===== src/logic/ipu_pkg.sv =====
// Shared types and instruction patterns for the IPU; imported by every IPU module
`default_nettype none

package ipu_pkg;

  localparam int unsigned IdWidth = 5;  // Default transaction id width
  localparam int unsigned NumOps  = 23;

  // Order matches OpPatterns below
  typedef enum logic [4:0] {
    OP_MUL, OP_MULH, OP_MULHSU, OP_MULHU,
    OP_DIV, OP_DIVU, OP_REM, OP_REMU,
    OP_ABS, OP_SLET, OP_SLETU, OP_MIN, OP_MINU, OP_MAX, OP_MAXU,
    OP_EXTHS, OP_EXTHZ, OP_EXTBS, OP_EXTBZ,
    OP_CLIP, OP_CLIPU, OP_CLIPR, OP_CLIPUR,
    OP_ILLEGAL
  } ipu_op_e;

  typedef enum logic [1:0] {
    UNIT_MUL  = 2'd0,
    UNIT_DIV  = 2'd1,
    UNIT_DSP  = 2'd2,
    UNIT_NONE = 2'd3
  } ipu_unit_e;

  typedef struct packed {
    logic [31:0] match;
    logic [31:0] mask;
  } ipu_pattern_t;

  // ----------------------------------------------------------------------
  // Instruction encodings, RV32M and Xpulpimg
  // ----------------------------------------------------------------------
  localparam logic [31:0] MaskR  = 32'hFE00_707F;  // funct7, funct3, opcode
  localparam logic [31:0] MaskR1 = 32'hFFF0_707F;  // Same plus rs2 field

  localparam ipu_pattern_t OpPatterns [NumOps] = '{
    '{32'h0200_0033, MaskR},  '{32'h0200_1033, MaskR},   // mul, mulh
    '{32'h0200_2033, MaskR},  '{32'h0200_3033, MaskR},   // mulhsu, mulhu
    '{32'h0200_4033, MaskR},  '{32'h0200_5033, MaskR},   // div, divu
    '{32'h0200_6033, MaskR},  '{32'h0200_7033, MaskR},   // rem, remu
    '{32'h0A00_0033, MaskR1}, '{32'h0A00_2033, MaskR},   // p.abs, p.slet
    '{32'h0A00_3033, MaskR},  '{32'h0A00_4033, MaskR},   // p.sletu, p.min
    '{32'h0A00_5033, MaskR},  '{32'h0A00_6033, MaskR},   // p.minu, p.max
    '{32'h0A00_7033, MaskR},  '{32'h1000_4033, MaskR1},  // p.maxu, p.exths
    '{32'h1000_5033, MaskR1}, '{32'h1000_6033, MaskR1},  // p.exthz, p.extbs
    '{32'h1000_7033, MaskR1}, '{32'h1400_1033, MaskR},   // p.extbz, p.clip
    '{32'h1400_2033, MaskR},  '{32'h1400_5033, MaskR},   // p.clipu, p.clipr
    '{32'h1400_6033, MaskR}                              // p.clipur
  };

  // ----------------------------------------------------------------------
  // Request and result buses
  // ----------------------------------------------------------------------
  typedef struct packed {
    ipu_op_e            op;
    logic [IdWidth-1:0] id;
    logic [31:0]        a;
    logic [31:0]        b;
    logic [4:0]         imm;  // Clip bound, instr[24:20]
  } ipu_req_t;

  typedef struct packed {
    logic [31:0]        result;
    logic [IdWidth-1:0] id;
  } ipu_res_t;

endpackage

`default_nettype wire


===== src/logic/ipu_decoder.sv =====
// Instruction decoder of the IPU; steers each offloaded request to one execution unit
`timescale 1ns/100ps
`default_nettype none

module ipu_decoder import ipu_pkg::*; (
  input  logic [31:0]        instr_i,
  input  logic [IdWidth-1:0] id_i,
  input  logic [31:0]        arga_i,
  input  logic [31:0]        argb_i,
  input  logic               qvalid_i,
  input  logic               mul_ready_i,
  input  logic               div_ready_i,
  input  logic               dsp_ready_i,
  output ipu_req_t           req_o,
  output logic               mul_valid_o,
  output logic               div_valid_o,
  output logic               dsp_valid_o,
  output logic               qready_o
);

  ipu_op_e   op;
  ipu_unit_e unit;

  // Patterns are disjoint, at most one hits
  always_comb begin
    op = OP_ILLEGAL;
    for (int i = 0; i < NumOps; i++) begin
      if ((instr_i & OpPatterns[i].mask) == OpPatterns[i].match) begin
        op = ipu_op_e'(i);
      end
    end
  end

  always_comb begin
    if (op <= OP_MULHU) begin
      unit = UNIT_MUL;
    end else if (op <= OP_REMU) begin
      unit = UNIT_DIV;
    end else if (op != OP_ILLEGAL) begin
      unit = UNIT_DSP;
    end else begin
      unit = UNIT_NONE;
    end
  end

  always_comb begin
    mul_valid_o = 1'b0;
    div_valid_o = 1'b0;
    dsp_valid_o = 1'b0;
    qready_o    = 1'b0;  // Illegal words are never accepted
    unique case (unit)
      UNIT_MUL: begin
        mul_valid_o = qvalid_i;
        qready_o    = mul_ready_i;
      end
      UNIT_DIV: begin
        div_valid_o = qvalid_i;
        qready_o    = div_ready_i;
      end
      UNIT_DSP: begin
        dsp_valid_o = qvalid_i;
        qready_o    = dsp_ready_i;
      end
      default: qready_o = 1'b0;
    endcase
  end

  assign req_o.op  = op;
  assign req_o.id  = id_i;
  assign req_o.a   = arga_i;
  assign req_o.b   = argb_i;
  assign req_o.imm = instr_i[24:20];

endmodule

`default_nettype wire


===== src/logic/ipu_multiplier.sv =====
// Two-stage pipelined 32x32 multiplier of the IPU for the RV32M multiply operations
`timescale 1ns/100ps
`default_nettype none

module ipu_multiplier import ipu_pkg::*; #(
  parameter int unsigned IdWidth = 5
) (
  input  logic     clk_i,
  input  logic     rst_n_i,
  input  ipu_req_t req_i,
  input  logic     valid_i,
  output logic     ready_o,
  output ipu_res_t res_o,
  output logic     valid_o,
  input  logic     ready_i
);

  logic               s1_valid_q, s2_valid_q;
  logic               advance;
  logic [32:0]        s1_a_q, s1_b_q;  // Sign or zero extended
  ipu_op_e            s1_op_q, s2_op_q;
  logic [IdWidth-1:0] s1_id_q, s2_id_q;
  logic signed [65:0] prod_full;
  logic [63:0]        s2_prod_q;
  logic               a_signed, b_signed;

  // Whole pipe moves when the head is empty or leaving
  assign advance = !s2_valid_q || ready_i;
  assign ready_o = advance;

  assign a_signed = (req_i.op == OP_MULH) || (req_i.op == OP_MULHSU);
  assign b_signed = (req_i.op == OP_MULH);

  // ----------------------------------------------------------------------
  // Stage valids
  // ----------------------------------------------------------------------
  always_ff @(posedge clk_i or negedge rst_n_i) begin
    if (!rst_n_i) begin
      s1_valid_q <= 1'b0;
      s2_valid_q <= 1'b0;
    end else if (advance) begin
      s1_valid_q <= valid_i;
      s2_valid_q <= s1_valid_q;
    end
  end

  // Stage 1 operands
  always_ff @(posedge clk_i) begin
    if (advance && valid_i) begin
      s1_a_q  <= {a_signed & req_i.a[31], req_i.a};
      s1_b_q  <= {b_signed & req_i.b[31], req_i.b};
      s1_op_q <= req_i.op;
      s1_id_q <= req_i.id;
    end
  end

  assign prod_full = $signed(s1_a_q) * $signed(s1_b_q);

  // Stage 2 product
  always_ff @(posedge clk_i) begin
    if (advance && s1_valid_q) begin
      s2_prod_q <= prod_full[63:0];
      s2_op_q   <= s1_op_q;
      s2_id_q   <= s1_id_q;
    end
  end

  assign valid_o      = s2_valid_q;
  assign res_o.id     = s2_id_q;
  assign res_o.result = (s2_op_q == OP_MUL) ? s2_prod_q[31:0] : s2_prod_q[63:32];

endmodule

`default_nettype wire


===== src/logic/ipu_serdiv.sv =====
// Serial restoring divider of the IPU for the RV32M divide and remainder operations
`timescale 1ns/100ps
`default_nettype none

module ipu_serdiv import ipu_pkg::*; #(
  parameter int unsigned IdWidth = 5
) (
  input  logic     clk_i,
  input  logic     rst_n_i,
  input  ipu_req_t req_i,
  input  logic     valid_i,
  output logic     ready_o,
  output ipu_res_t res_o,
  output logic     valid_o,
  input  logic     ready_i
);

  typedef enum logic [1:0] {
    IDLE,
    DIVIDE,
    FINISH
  } div_state_e;

  div_state_e         state_q;
  logic [4:0]         step_q;
  logic               accept;
  logic               op_signed, a_neg, b_neg;
  logic [31:0]        a_abs, b_abs;
  logic [31:0]        divisor_q, rem_q, quo_q;
  logic               neg_quo_q, neg_rem_q, is_rem_q;
  logic [IdWidth-1:0] id_q;
  logic [32:0]        trial;
  logic [31:0]        quo_fix, rem_fix;

  assign accept  = (state_q == IDLE) && valid_i;
  assign ready_o = (state_q == IDLE);
  assign valid_o = (state_q == FINISH);

  assign op_signed = (req_i.op == OP_DIV) || (req_i.op == OP_REM);
  assign a_neg     = op_signed & req_i.a[31];
  assign b_neg     = op_signed & req_i.b[31];
  assign a_abs     = a_neg ? -req_i.a : req_i.a;  // Min value stays 2^31 as unsigned
  assign b_abs     = b_neg ? -req_i.b : req_i.b;

  // ----------------------------------------------------------------------
  // Control FSM
  // ----------------------------------------------------------------------
  always_ff @(posedge clk_i or negedge rst_n_i) begin
    if (!rst_n_i) begin
      state_q <= IDLE;
      step_q  <= '0;
    end else begin
      unique case (state_q)
        IDLE: begin
          if (accept) begin
            state_q <= DIVIDE;
            step_q  <= '0;
          end
        end
        DIVIDE: begin
          step_q <= step_q + 5'd1;
          if (step_q == 5'd31) begin
            state_q <= FINISH;
          end
        end
        FINISH: begin
          if (ready_i) begin
            state_q <= IDLE;  // Result held until taken
          end
        end
        default: state_q <= IDLE;
      endcase
    end
  end

  // Shift in next dividend bit and try to subtract
  assign trial = {rem_q, quo_q[31]} - {1'b0, divisor_q};

  always_ff @(posedge clk_i) begin
    if (accept) begin
      divisor_q <= b_abs;
      quo_q     <= a_abs;  // Dividend shifts out as quotient shifts in
      rem_q     <= '0;
      id_q      <= req_i.id;
      is_rem_q  <= (req_i.op == OP_REM) || (req_i.op == OP_REMU);
      neg_quo_q <= (a_neg ^ b_neg) && (req_i.b != '0);  // x/0 stays all ones
      neg_rem_q <= a_neg;
    end else if (state_q == DIVIDE) begin
      quo_q <= {quo_q[30:0], ~trial[32]};
      if (!trial[32]) begin
        rem_q <= trial[31:0];
      end else begin
        rem_q <= {rem_q[30:0], quo_q[31]};
      end
    end
  end

  // Overflow case comes out right: -(2^31) wraps back to the dividend
  assign quo_fix = neg_quo_q ? -quo_q : quo_q;
  assign rem_fix = neg_rem_q ? -rem_q : rem_q;

  assign res_o.result = is_rem_q ? rem_fix : quo_fix;
  assign res_o.id     = id_q;

endmodule

`default_nettype wire


===== src/logic/ipu_dspu.sv =====
// Combinational Xpulpimg DSP unit of the IPU: abs, compare, min/max, extend and clip
`timescale 1ns/100ps
`default_nettype none

module ipu_dspu import ipu_pkg::*; #(
  parameter int unsigned IdWidth = 5
) (
  input  ipu_req_t req_i,
  input  logic     valid_i,
  output logic     ready_o,
  output ipu_res_t res_o,
  output logic     valid_o,
  input  logic     ready_i
);

  logic [31:0] a, b;
  logic [32:0] clip_mask;
  logic [31:0] clip_lo, clip_hi;  // Immediate bounds
  logic [31:0] reg_lo, reg_hi;    // Register bounds
  logic        lte_s, lte_u;

  // No state, handshake passes straight through
  assign valid_o = valid_i;
  assign ready_o = ready_i;

  assign a = req_i.a;
  assign b = req_i.b;

  // ----------------------------------------------------------------------
  // Clip bounds
  // ----------------------------------------------------------------------
  assign clip_mask = {33{1'b1}} << req_i.imm;
  assign clip_lo   = clip_mask[32:1];  // -2^(n-1), -1 for n = 0
  assign clip_hi   = ~clip_lo;         // 2^(n-1) - 1
  assign reg_hi    = b;
  assign reg_lo    = ~b;               // -b - 1

  assign lte_s = $signed(a) <= $signed(b);
  assign lte_u = a <= b;

  // ----------------------------------------------------------------------
  // Operation select
  // ----------------------------------------------------------------------
  always_comb begin
    res_o.id     = req_i.id[IdWidth-1:0];
    res_o.result = '0;
    unique case (req_i.op)
      OP_ABS:   res_o.result = a[31] ? -a : a;
      OP_SLET:  res_o.result = {31'b0, lte_s};
      OP_SLETU: res_o.result = {31'b0, lte_u};
      OP_MIN:   res_o.result = lte_s ? a : b;
      OP_MINU:  res_o.result = lte_u ? a : b;
      OP_MAX:   res_o.result = lte_s ? b : a;
      OP_MAXU:  res_o.result = lte_u ? b : a;
      OP_EXTHS: res_o.result = {{16{a[15]}}, a[15:0]};
      OP_EXTHZ: res_o.result = {16'b0, a[15:0]};
      OP_EXTBS: res_o.result = {{24{a[7]}}, a[7:0]};
      OP_EXTBZ: res_o.result = {24'b0, a[7:0]};
      OP_CLIP: begin
        if ($signed(a) <= $signed(clip_lo)) begin
          res_o.result = clip_lo;
        end else if ($signed(a) >= $signed(clip_hi)) begin
          res_o.result = clip_hi;
        end else begin
          res_o.result = a;
        end
      end
      OP_CLIPU: begin
        if ($signed(a) <= 0) begin
          res_o.result = '0;
        end else if ($signed(a) >= $signed(clip_hi)) begin
          res_o.result = clip_hi;
        end else begin
          res_o.result = a;
        end
      end
      OP_CLIPR: begin
        if ($signed(a) <= $signed(reg_lo)) begin
          res_o.result = reg_lo;
        end else if ($signed(a) >= $signed(reg_hi)) begin
          res_o.result = reg_hi;
        end else begin
          res_o.result = a;
        end
      end
      OP_CLIPUR: begin
        if ($signed(a) <= 0) begin
          res_o.result = '0;
        end else if ($signed(a) >= $signed(reg_hi)) begin
          res_o.result = reg_hi;
        end else begin
          res_o.result = a;
        end
      end
      default: res_o.result = '0;  // Other units' ops
    endcase
  end

endmodule

`default_nettype wire


===== src/logic/ipu_result_arbiter.sv =====
// Round-robin arbiter of the IPU merging the three unit result streams onto the response port
`timescale 1ns/100ps
`default_nettype none

module ipu_result_arbiter import ipu_pkg::*; (
  input  logic           clk_i,
  input  logic           rst_n_i,
  input  ipu_res_t [2:0] res_i,
  input  logic [2:0]     valid_i,
  output logic [2:0]     ready_o,
  output ipu_res_t       res_o,
  output logic           ovalid_o,
  input  logic           oready_i
);

  logic [1:0] ptr_q;   // Highest priority input
  logic       lock_q;  // Output stalled, grant frozen
  logic [1:0] gnt_q;
  logic [1:0] cand, grant, idx;
  logic [2:0] sum;
  logic       found;

  // First valid input at or after the pointer
  always_comb begin
    cand  = ptr_q;
    found = 1'b0;
    for (int i = 0; i < 3; i++) begin
      sum = {1'b0, ptr_q} + 3'(i);
      idx = (sum >= 3'd3) ? 2'(sum - 3'd3) : sum[1:0];
      if (!found && valid_i[idx]) begin
        cand  = idx;
        found = 1'b1;
      end
    end
  end

  assign grant    = lock_q ? gnt_q : cand;
  assign ovalid_o = valid_i[grant];
  assign res_o    = res_i[grant];

  always_comb begin
    ready_o        = '0;
    ready_o[grant] = oready_i;
  end

  // ----------------------------------------------------------------------
  // Pointer and lock
  // ----------------------------------------------------------------------
  always_ff @(posedge clk_i or negedge rst_n_i) begin
    if (!rst_n_i) begin
      ptr_q  <= 2'(UNIT_MUL);
      lock_q <= 1'b0;
      gnt_q  <= 2'(UNIT_MUL);
    end else begin
      lock_q <= ovalid_o && !oready_i;
      gnt_q  <= grant;
      if (ovalid_o && oready_i) begin
        ptr_q <= (grant == 2'd2) ? 2'd0 : grant + 2'd1;  // Pass priority on
      end
    end
  end

endmodule

`default_nettype wire


===== src/logic/ipu_top.sv =====
// Top level of the IPU accelerator; connects decoder, execution units and result arbiter
`timescale 1ns/100ps
`default_nettype none

module ipu_top import ipu_pkg::*; #(
  parameter int unsigned IdWidth = 5  // Must match the package default
) (
  input  logic               clk_i,
  input  logic               rst_n_i,
  // Request side
  input  logic [IdWidth-1:0] acc_qid_i,
  input  logic [31:0]        acc_qdata_op_i,  // Offloaded instruction word
  input  logic [31:0]        acc_qdata_arga_i,
  input  logic [31:0]        acc_qdata_argb_i,
  input  logic               acc_qvalid_i,
  output logic               acc_qready_o,
  // Response side
  output logic [31:0]        acc_pdata_o,
  output logic [IdWidth-1:0] acc_pid_o,
  output logic               acc_pvalid_o,
  input  logic               acc_pready_i
);

  ipu_req_t       req;
  logic           mul_in_valid, div_in_valid, dsp_in_valid;
  logic           mul_in_ready, div_in_ready, dsp_in_ready;
  ipu_res_t [2:0] unit_res;    // Indexed by ipu_unit_e
  logic [2:0]     unit_valid;
  logic [2:0]     unit_ready;
  ipu_res_t       arb_res;

  ipu_decoder u_decoder (
    .instr_i     (acc_qdata_op_i),
    .id_i        (acc_qid_i),
    .arga_i      (acc_qdata_arga_i),
    .argb_i      (acc_qdata_argb_i),
    .qvalid_i    (acc_qvalid_i),
    .mul_ready_i (mul_in_ready),
    .div_ready_i (div_in_ready),
    .dsp_ready_i (dsp_in_ready),
    .req_o       (req),
    .mul_valid_o (mul_in_valid),
    .div_valid_o (div_in_valid),
    .dsp_valid_o (dsp_in_valid),
    .qready_o    (acc_qready_o)
  );

  // ----------------------------------------------------------------------
  // Execution units
  // ----------------------------------------------------------------------
  ipu_multiplier #(
    .IdWidth (IdWidth)
  ) u_multiplier (
    .clk_i   (clk_i),
    .rst_n_i (rst_n_i),
    .req_i   (req),
    .valid_i (mul_in_valid),
    .ready_o (mul_in_ready),
    .res_o   (unit_res[UNIT_MUL]),
    .valid_o (unit_valid[UNIT_MUL]),
    .ready_i (unit_ready[UNIT_MUL])
  );

  ipu_serdiv #(
    .IdWidth (IdWidth)
  ) u_serdiv (
    .clk_i   (clk_i),
    .rst_n_i (rst_n_i),
    .req_i   (req),
    .valid_i (div_in_valid),
    .ready_o (div_in_ready),
    .res_o   (unit_res[UNIT_DIV]),
    .valid_o (unit_valid[UNIT_DIV]),
    .ready_i (unit_ready[UNIT_DIV])
  );

  ipu_dspu #(
    .IdWidth (IdWidth)
  ) u_dspu (
    .req_i   (req),
    .valid_i (dsp_in_valid),
    .ready_o (dsp_in_ready),
    .res_o   (unit_res[UNIT_DSP]),
    .valid_o (unit_valid[UNIT_DSP]),
    .ready_i (unit_ready[UNIT_DSP])
  );

  ipu_result_arbiter u_result_arbiter (
    .clk_i    (clk_i),
    .rst_n_i  (rst_n_i),
    .res_i    (unit_res),
    .valid_i  (unit_valid),
    .ready_o  (unit_ready),
    .res_o    (arb_res),
    .ovalid_o (acc_pvalid_o),
    .oready_i (acc_pready_i)
  );

  assign acc_pdata_o = arb_res.result;
  assign acc_pid_o   = arb_res.id;

endmodule

`default_nettype wire


===== config.mk =====
export PLATFORM = sky130hd
export DESIGN_NAME = ipu_top
export DESIGN_NICKNAME = d
export VERILOG_FILES = /design/src/logic/ipu_pkg.sv /design/src/logic/ipu_decoder.sv /design/src/logic/ipu_multiplier.sv /design/src/logic/ipu_serdiv.sv /design/src/logic/ipu_dspu.sv /design/src/logic/ipu_result_arbiter.sv /design/src/logic/ipu_top.sv
export SDC_FILE = /design/constraint.sdc
export NUM_CORES = 2
export LEC_CHECK = 0
export BUFFER_PORTS_ARGS = -buffer_cell sky130_fd_sc_hd__buf_2
export CORE_MARGIN = 2
export CORE_UTILIZATION = 30
export DETAILED_ROUTE_END_ITERATION = 10
export GPL_ROUTABILITY_DRIVEN = 0
export GPL_TIMING_DRIVEN = 0
export PLACE_DENSITY_LB_ADDON = 0.25
export SLEW_MARGIN = 20
export SYNTH_ARGS = -nofsm -noshare
export SYNTH_HDL_FRONTEND = slang
export SYNTH_SLANG_ARGS = --single-unit
export TNS_END_PERCENT = 100

===== constraint.sdc =====
create_clock -name clk_i -period 9.01 [get_ports clk_i]
set_input_delay 0.901 -clock clk_i [delete_from_list [all_inputs] [get_ports clk_i]]
set_output_delay 0.901 -clock clk_i [all_outputs]
set_load 0.1 [all_outputs]

Yosys cells after proc, flatten, opt, wreduce, memory -nomap -nowiden:

Cells that the tools add are included.

* register bits after elaboration: 268
* output and inout bits: 39

* add/sub/neg operators: 12
* multipliers: 1
* $lt $le $gt $ge: 17
* equal/unequal tests: 53
* shift-type cells: 1
* muxes and demuxes: 79
* bitwise logic cells: 9
* reductions and logical operators: 25

Operator list (number)
* 32-bit 2-to-1 mux: 20
* 32-bit case mux with 15 select lines: 1
* 17-bit by 11-bit equality test with 1-bit output, second input constant: 8
* 32-bit less-or-equal comparator: 4
* 32-bit negator: 4
* 5-bit 2-to-1 mux: 24
* 17-bit by 13-bit equality test with 1-bit output, second input constant: 6
* 22-bit by 19-bit equality test with 1-bit output, second input constant: 4
* 37-bit binary-select mux with 2-bit select: 1
* 17-bit by 14-bit equality test with 1-bit output, second input constant: 4
* 32-bit greater-or-equal comparator: 2
* 33-bit by 33-bit multiplier with 64-bit output: 1
* 32-bit NOT: 2
* 5-bit by 4-bit equality test with 1-bit output, second input constant: 8
* 5-bit equality test, second input constant: 8
* 37-bit 2-to-1 mux: 1
* 33-bit by 5-bit left shift with 33-bit output, first input constant: 1
* 33-bit by 32-bit subtractor with 33-bit output: 1
* 32-bit by 1-bit less-or-equal comparator with 1-bit output, second input constant: 1
* 32-bit nonzero test: 1
* 2-bit 2-to-1 mux: 13
* 22-bit by 18-bit equality test with 1-bit output, second input constant: 1
* 5-bit by 3-bit equality test with 1-bit output, second input constant: 3
* 2-bit by 3-bit less-than comparator with 1-bit output, second input constant: 4
* 34 further kinds: 74

Logic depth before layout (Yosys ltp):

* depth in word-level cells: 47
* gate-level depth with buffers: 30

Cells and area by module:

From an unflattened synthesis, not the netlist that was laid out.

* cells, all modules: 6667
* area total of the unflattened synthesis: 61267.5 um^2

Modules (own cells, without submodules)
* ipu_multiplier: times used 1, cells an instance 4317, area an instance 43334.1 um^2, sequential area each 4554.4 um^2
* ipu_serdiv: times used 1, cells an instance 1046, area an instance 8699.6 um^2, sequential area each 2977.9 um^2
* ipu_dspu: times used 1, cells an instance 992, area an instance 6734.0 um^2, sequential area each 0.0 um^2
* ipu_result_arbiter: times used 1, cells an instance 175, area an instance 1535.2 um^2, sequential area each 125.1 um^2
* ipu_decoder: times used 1, cells an instance 137, area an instance 964.7 um^2, sequential area each 0.0 um^2

Least setup slack after synthesis:

OpenSTA, ideal clock, no wires.

* kind: reg2reg
* start point: register u_multiplier.s1_a_q[32]
* end point: register u_multiplier.s2_prod_q[63] (data pin)
* library setup time: 0.260 ns
* arrival time: 7.579 ns
* required time: 8.750 ns
* setup slack: 1.171 ns
* cell stages (with the launch flop): 28
* buffers on the path: 1
* period minus slack after synthesis: 7.839 ns
* cell sequence: edfxtp_1 -> clkbuf_1 -> nand2_1 -> inv_1 -> fa_1 -> inv_1 -> fa_1 -> inv_1 -> fa_1 -> fa_1 -> inv_1 -> fa_1 -> fa_1 -> fa_1 -> inv_1 -> fa_1 -> ha_1 -> a21o_1 -> a21o_1 -> a21o_1 -> a221o_1 -> a21oi_1 -> nand3_1 -> a211oi_1 -> a31oi_1 -> a31oi_1 -> o21ai_0 -> xnor2_1

* word-level cells in the longest chain between the ends: 1

Ends and longest elaborated chain
* from (decl): RTL line ipu_multiplier.sv:20 `logic [32:0] s1_a_q, s1_b_q;`
* from (signal assigned): RTL line ipu_multiplier.sv:50 `s1_a_q <= {a_signed & req_i.a[31], req_i.a};`
* 33-bit by 33-bit multiplier with 64-bit output: RTL line ipu_multiplier.sv:57 `assign prod_full = $signed(s1_a_q) * $signed(s1_b_q);`
* net u_multiplier.prod_full[63]: RTL line ipu_multiplier.sv:23 `logic signed [65:0] prod_full;`
* to (signal assigned): RTL line ipu_multiplier.sv:62 `s2_prod_q <= prod_full[63:0];`
* to (decl): RTL line ipu_multiplier.sv:24 `logic [63:0] s2_prod_q;`

The timed path passes the listed nets, and every way through them passes these cells.
A chain may end at the register's enable or synchronous reset.

Final worst setup path:

* start point: register u_multiplier.s1_a_q[11]
* end point: register u_multiplier.s2_prod_q[62] (data pin)

Same word-level chain as after synthesis.

==> results.py <==
metrics = {
    "outcome": {
        "status": "complete, no violations",
    },
    "sta": {
        "finalHoldViolations": 0,
        "skew_ns": 0.0335,
        "rsz0062_at_grt": "yes",
        "max_freq_ghz": 0.113,
        "min_period_over_period_pct": 98.5,
        "tightest_slew_ns": 1.23,
        "fin_tns_setup_ns": 0,
        "slew_violations": 0,
        "slew_headroom_pct": 17.9,
        "post-route-min-period_ns": 8.87,
        "setup_violations": 0,
    },
    "logic_synthesis": {
        "synth_cells": 6577,
        "ys_types": 96,
        "syn_area_per_cell_um2": 8.96,
        "synth_top_area_cell": "fa_1",
        "synth_edf_count": 222,
        "syn-cell-area_mm2": 0.0589,
        "yosysWarnings": 0,
        "synth_ff_type": "edfxtp_1",
        "synth_top_area_share_pct": 38.2,
        "seq_area_frac_synth_pct": 13.0,
        "synth.area.top_cells": "fa_1 38%, edfxtp_1 11%, ha_1 8.0%",
        "synthArstFlopShare_pct": 5.22,
        "synth_nets": 8185,
        "ys_ff_latch": 268,
    },
    "route": {
        "dr.pass1.iters": 8,
        "wl_um": 258000,
        "vias": 50600,
        "postRouteAntennaNets": 0,
        "vias_per_cell": 5.33,
        "drtIter0Drc": 5785,
        "drc": 0,
        "wl_per_cell_um": 27.1,
    },
    "critical_path": {
        "worstPathMaxFanout": 10,
        "cp-end-kind": "flip-flop",
        "r2r-end": "u_multiplier.s2_prod_q[62]",
        "critPathKind": "flip-flop to flip-flop",
        "cp_num_buf_inv": 6,
        "cp.depth": 28,
        "cp_slowest_cell": "edfxtp_1",
        "critPathLaunchType": "flip-flop",
        "cp.required_ns": 9.39,
        "cp_top_family": "adder cells",
        "critical_path_arrival_ns": 9.25,
        "ff2ff_path_depth": 28,
        "slowest_delay_ns": 0.66,
        "reg2reg_slack_ns": 0.14,
        "worst_path_most_repeated_cell": "fa_1",
        "r2r-start": "u_multiplier.s1_a_q[11]",
    },
    "flow_run": {
        "maxCapViolCount": 0,
    },
    "hold_path": {
        "hold_path.class": "input pin to async pin",
    },
    "power_and_ir_drop": {
        "leakagePower_nw": 29.6,
        "comb_power_share_pct": 52.3,
        "intPower_mw": 2.68,
        "powerDensity_mw_per_mm2": 87.7,
        "pwr-share-seq_pct": 23.7,
        "swShare_pct": 53.5,
        "switchingPower_mw": 3.09,
        "pwr-share-clk_pct": 23.9,
        "ir_worst_vdd_uv": 903,
    },
    "clock_network": {
        "root_buffer": "clkbuf_16",
        "clkSinkCount": 268,
        "htreeDepth": 1,
        "hold_buffers": 0,
        "clockBufferDepth": 3,
        "numCtsBuffers": 31,
        "cts_tree": "done",
        "clock_latency_ns": 0.61,
        "cts.clk_slew.worst_paths_ns": 0.07,
    },
    "placed_design": {
        "place_area_mm2": 0.0630,
        "dp_hpwl_um": 212000,
        "dp.cells": 9339,
        "port_buffers": 132,
    },
    "floorplanning": {
        "die_h_um": 447,
        "die-area_mm2": 0.200,
        "coreArea_mm2": 0.195,
        "fp.dieW_um": 447,
        "rows": 162,
        "num_io_pins": 144,
        "start_util_pct": 30.2,
    },
    "layout": {
        "synthToLayoutAreaGrowth_pct": 11.7,
        "nNetsFinal": 8430,
        "drive_gt1_share_pct": 8.40,
        "seq_area_mm2": 0.00766,
        "multi_input_area_mm2": 0.0460,
        "nFillCells": 20500,
        "final_cells": 9489,
        "stdcell_area_mm2": 0.0658,
    },
    "global_route": {
        "grt_overflow": 0,
        "grt_pass1_vias": 51700,
        "grt_util_all_layers_pct": 25.8,
        "grt_max_degree": 50,
        "grt_first_pass_wirelength_um": 372000,
        "antenna_found_initial": 33,
    },
}
-- cells by family (layout without fill, tap and decap cells) --
family / count (synthesis) / after routing / synth area share, %
AOI/OAI and AO/OA: 951 / 951 / 10.3
xor gates and xnor gates: 239 / 239 / 3.55
other: 0 / 18 / 0
adders and majority gates: 1503 / 1503 / 46.2
DFF: 268 / 268 / 13.0
and+or+nand+nor: 2018 / 2018 / 15.8
muxes: 82 / 82 / 1.41
buffers and inverters: 1516 / 1786 / 9.72
-- layout make-up --
cell class | count | share of cell area [%]
clock inverter | 21 | 0.342
antenna | 18 | 0.0684
multi-input combinational | 4793 | 69.9
tap | 2624 | 4.99
timing repair buffer | 220 | 2.34
sequential | 268 | 11.6
clock buffer | 37 | 1.34
inverter | 1160 | 6.63
buffer | 348 | 2.73
-- cells in the mapped netlist, types with 10 or more instances --
cell type / number
nand4_1: 35
o31ai_1: 46
o21bai_1: 25
dfrtp_1: 14
xor2_1: 84
inv_1: 1155
nor3_1: 66
or4_1: 20
o221ai_1: 11
clkbuf_1: 330
and3_1: 19
a221oi_1: 14
o21ai_0: 284
nor4_1: 30
a211oi_1: 53
dfxtp_1: 32
or3_1: 21
buf_2: 12
a21o_1: 60
edfxtp_1: 222
ha_1: 377
a21oi_1: 228
nor3b_1: 10
xnor2_1: 155
mux2i_1: 73
a221o_1: 18
and2_1: 287
nor2_1: 238
nand2_1: 1073
o22ai_1: 32
nand2b_1: 62
or2_2: 15
o41ai_1: 14
o211ai_1: 22
nand3_1: 79
fa_1: 1126
a31oi_1: 30
nor2b_1: 22
o21a_1: 18
-- metrics by stage --
stage	util, %	hold slack [ns]	setup WS [ns]	total power [mW]
2_1_floorplan	-	0.400	1.17	3.52
3_3_place_gp	32.3	0.401	-2.69	4.32
3_5_place_dp	32.3	0.406	-2.64	4.34
4_1_cts	33.6	0.189	0.0124	5.72
5_1_grt	33.8	0.214	-0.0299	5.92
6_report	33.8	0.200	0.136	5.78
-- power groups by stage --
stage	registers [mW]	clock network, mW	logic, mW
2_1_floorplan	1.39	0	2.13
3_3_place_gp	1.40	0	2.93
3_5_place_dp	1.40	0	2.94
4_1_cts	1.37	1.40	2.95
5_1_grt	1.37	1.45	3.10
6_report	1.37	1.38	3.02
-- worst max-delay path by stage --
stage | start | endpoint | slack (ns)
CTS | u_multiplier.s1_a_q[25] | u_multiplier.s2_prod_q[57] | 0.01
global placement | u_multiplier.s1_b_q[13] | u_multiplier.s2_prod_q[58] | -2.69
floorplan | u_multiplier.s1_a_q[32] | u_multiplier.s2_prod_q[63] | 1.17
finish | u_multiplier.s1_a_q[11] | u_multiplier.s2_prod_q[62] | 0.14
global route | u_multiplier.s1_b_q[1] | u_multiplier.s2_prod_q[62] | -0.03
detailed placement | u_multiplier.s1_b_q[13] | u_multiplier.s2_prod_q[58] | -2.64
-- per-layer routing --
layer	GRT usage [%]	up-vias	share of wire, %	routed length, µm
met5	0	-	0.040	103
li1	-	21300	-	-
met1	33.6	25700	39	101000
met2	39.3	2903	44	113000
met4	14.9	16	6.9	17700
met3	5.94	648	10	26200
-- cell usage in the layout (no fill, tap or decap), drive strengths merged, types with 79 or more instances in the layout --
cell type,netlist,layout
inv,1156,1160
xnor2,155,155
buf,26,260
nor2,241,241
and2,287,287
fa,1126,1126
nand2,1073,1073
nand3,79,79
a21oi,229,229
edfxtp,222,222
xor2,84,84
clkbuf,330,345
o21ai,290,290
ha,377,377
-- state kept, by name, summed over array words and instances (netlist names), 32 cells and up --
name                    flops
u_multiplier.s1_a_q        33
u_multiplier.s1_b_q        33
u_multiplier.s2_prod_q     64
u_serdiv.divisor_q         32
u_serdiv.quo_q             32
u_serdiv.rem_q             32
-- repair_timing --
action	in CTS	in global routing
setup endpoints to repair	38	12
pin swaps	6	17
setup buffers	73	9
resized for setup	240	112
Note: power is estimated with default switching activity, not from simulation.
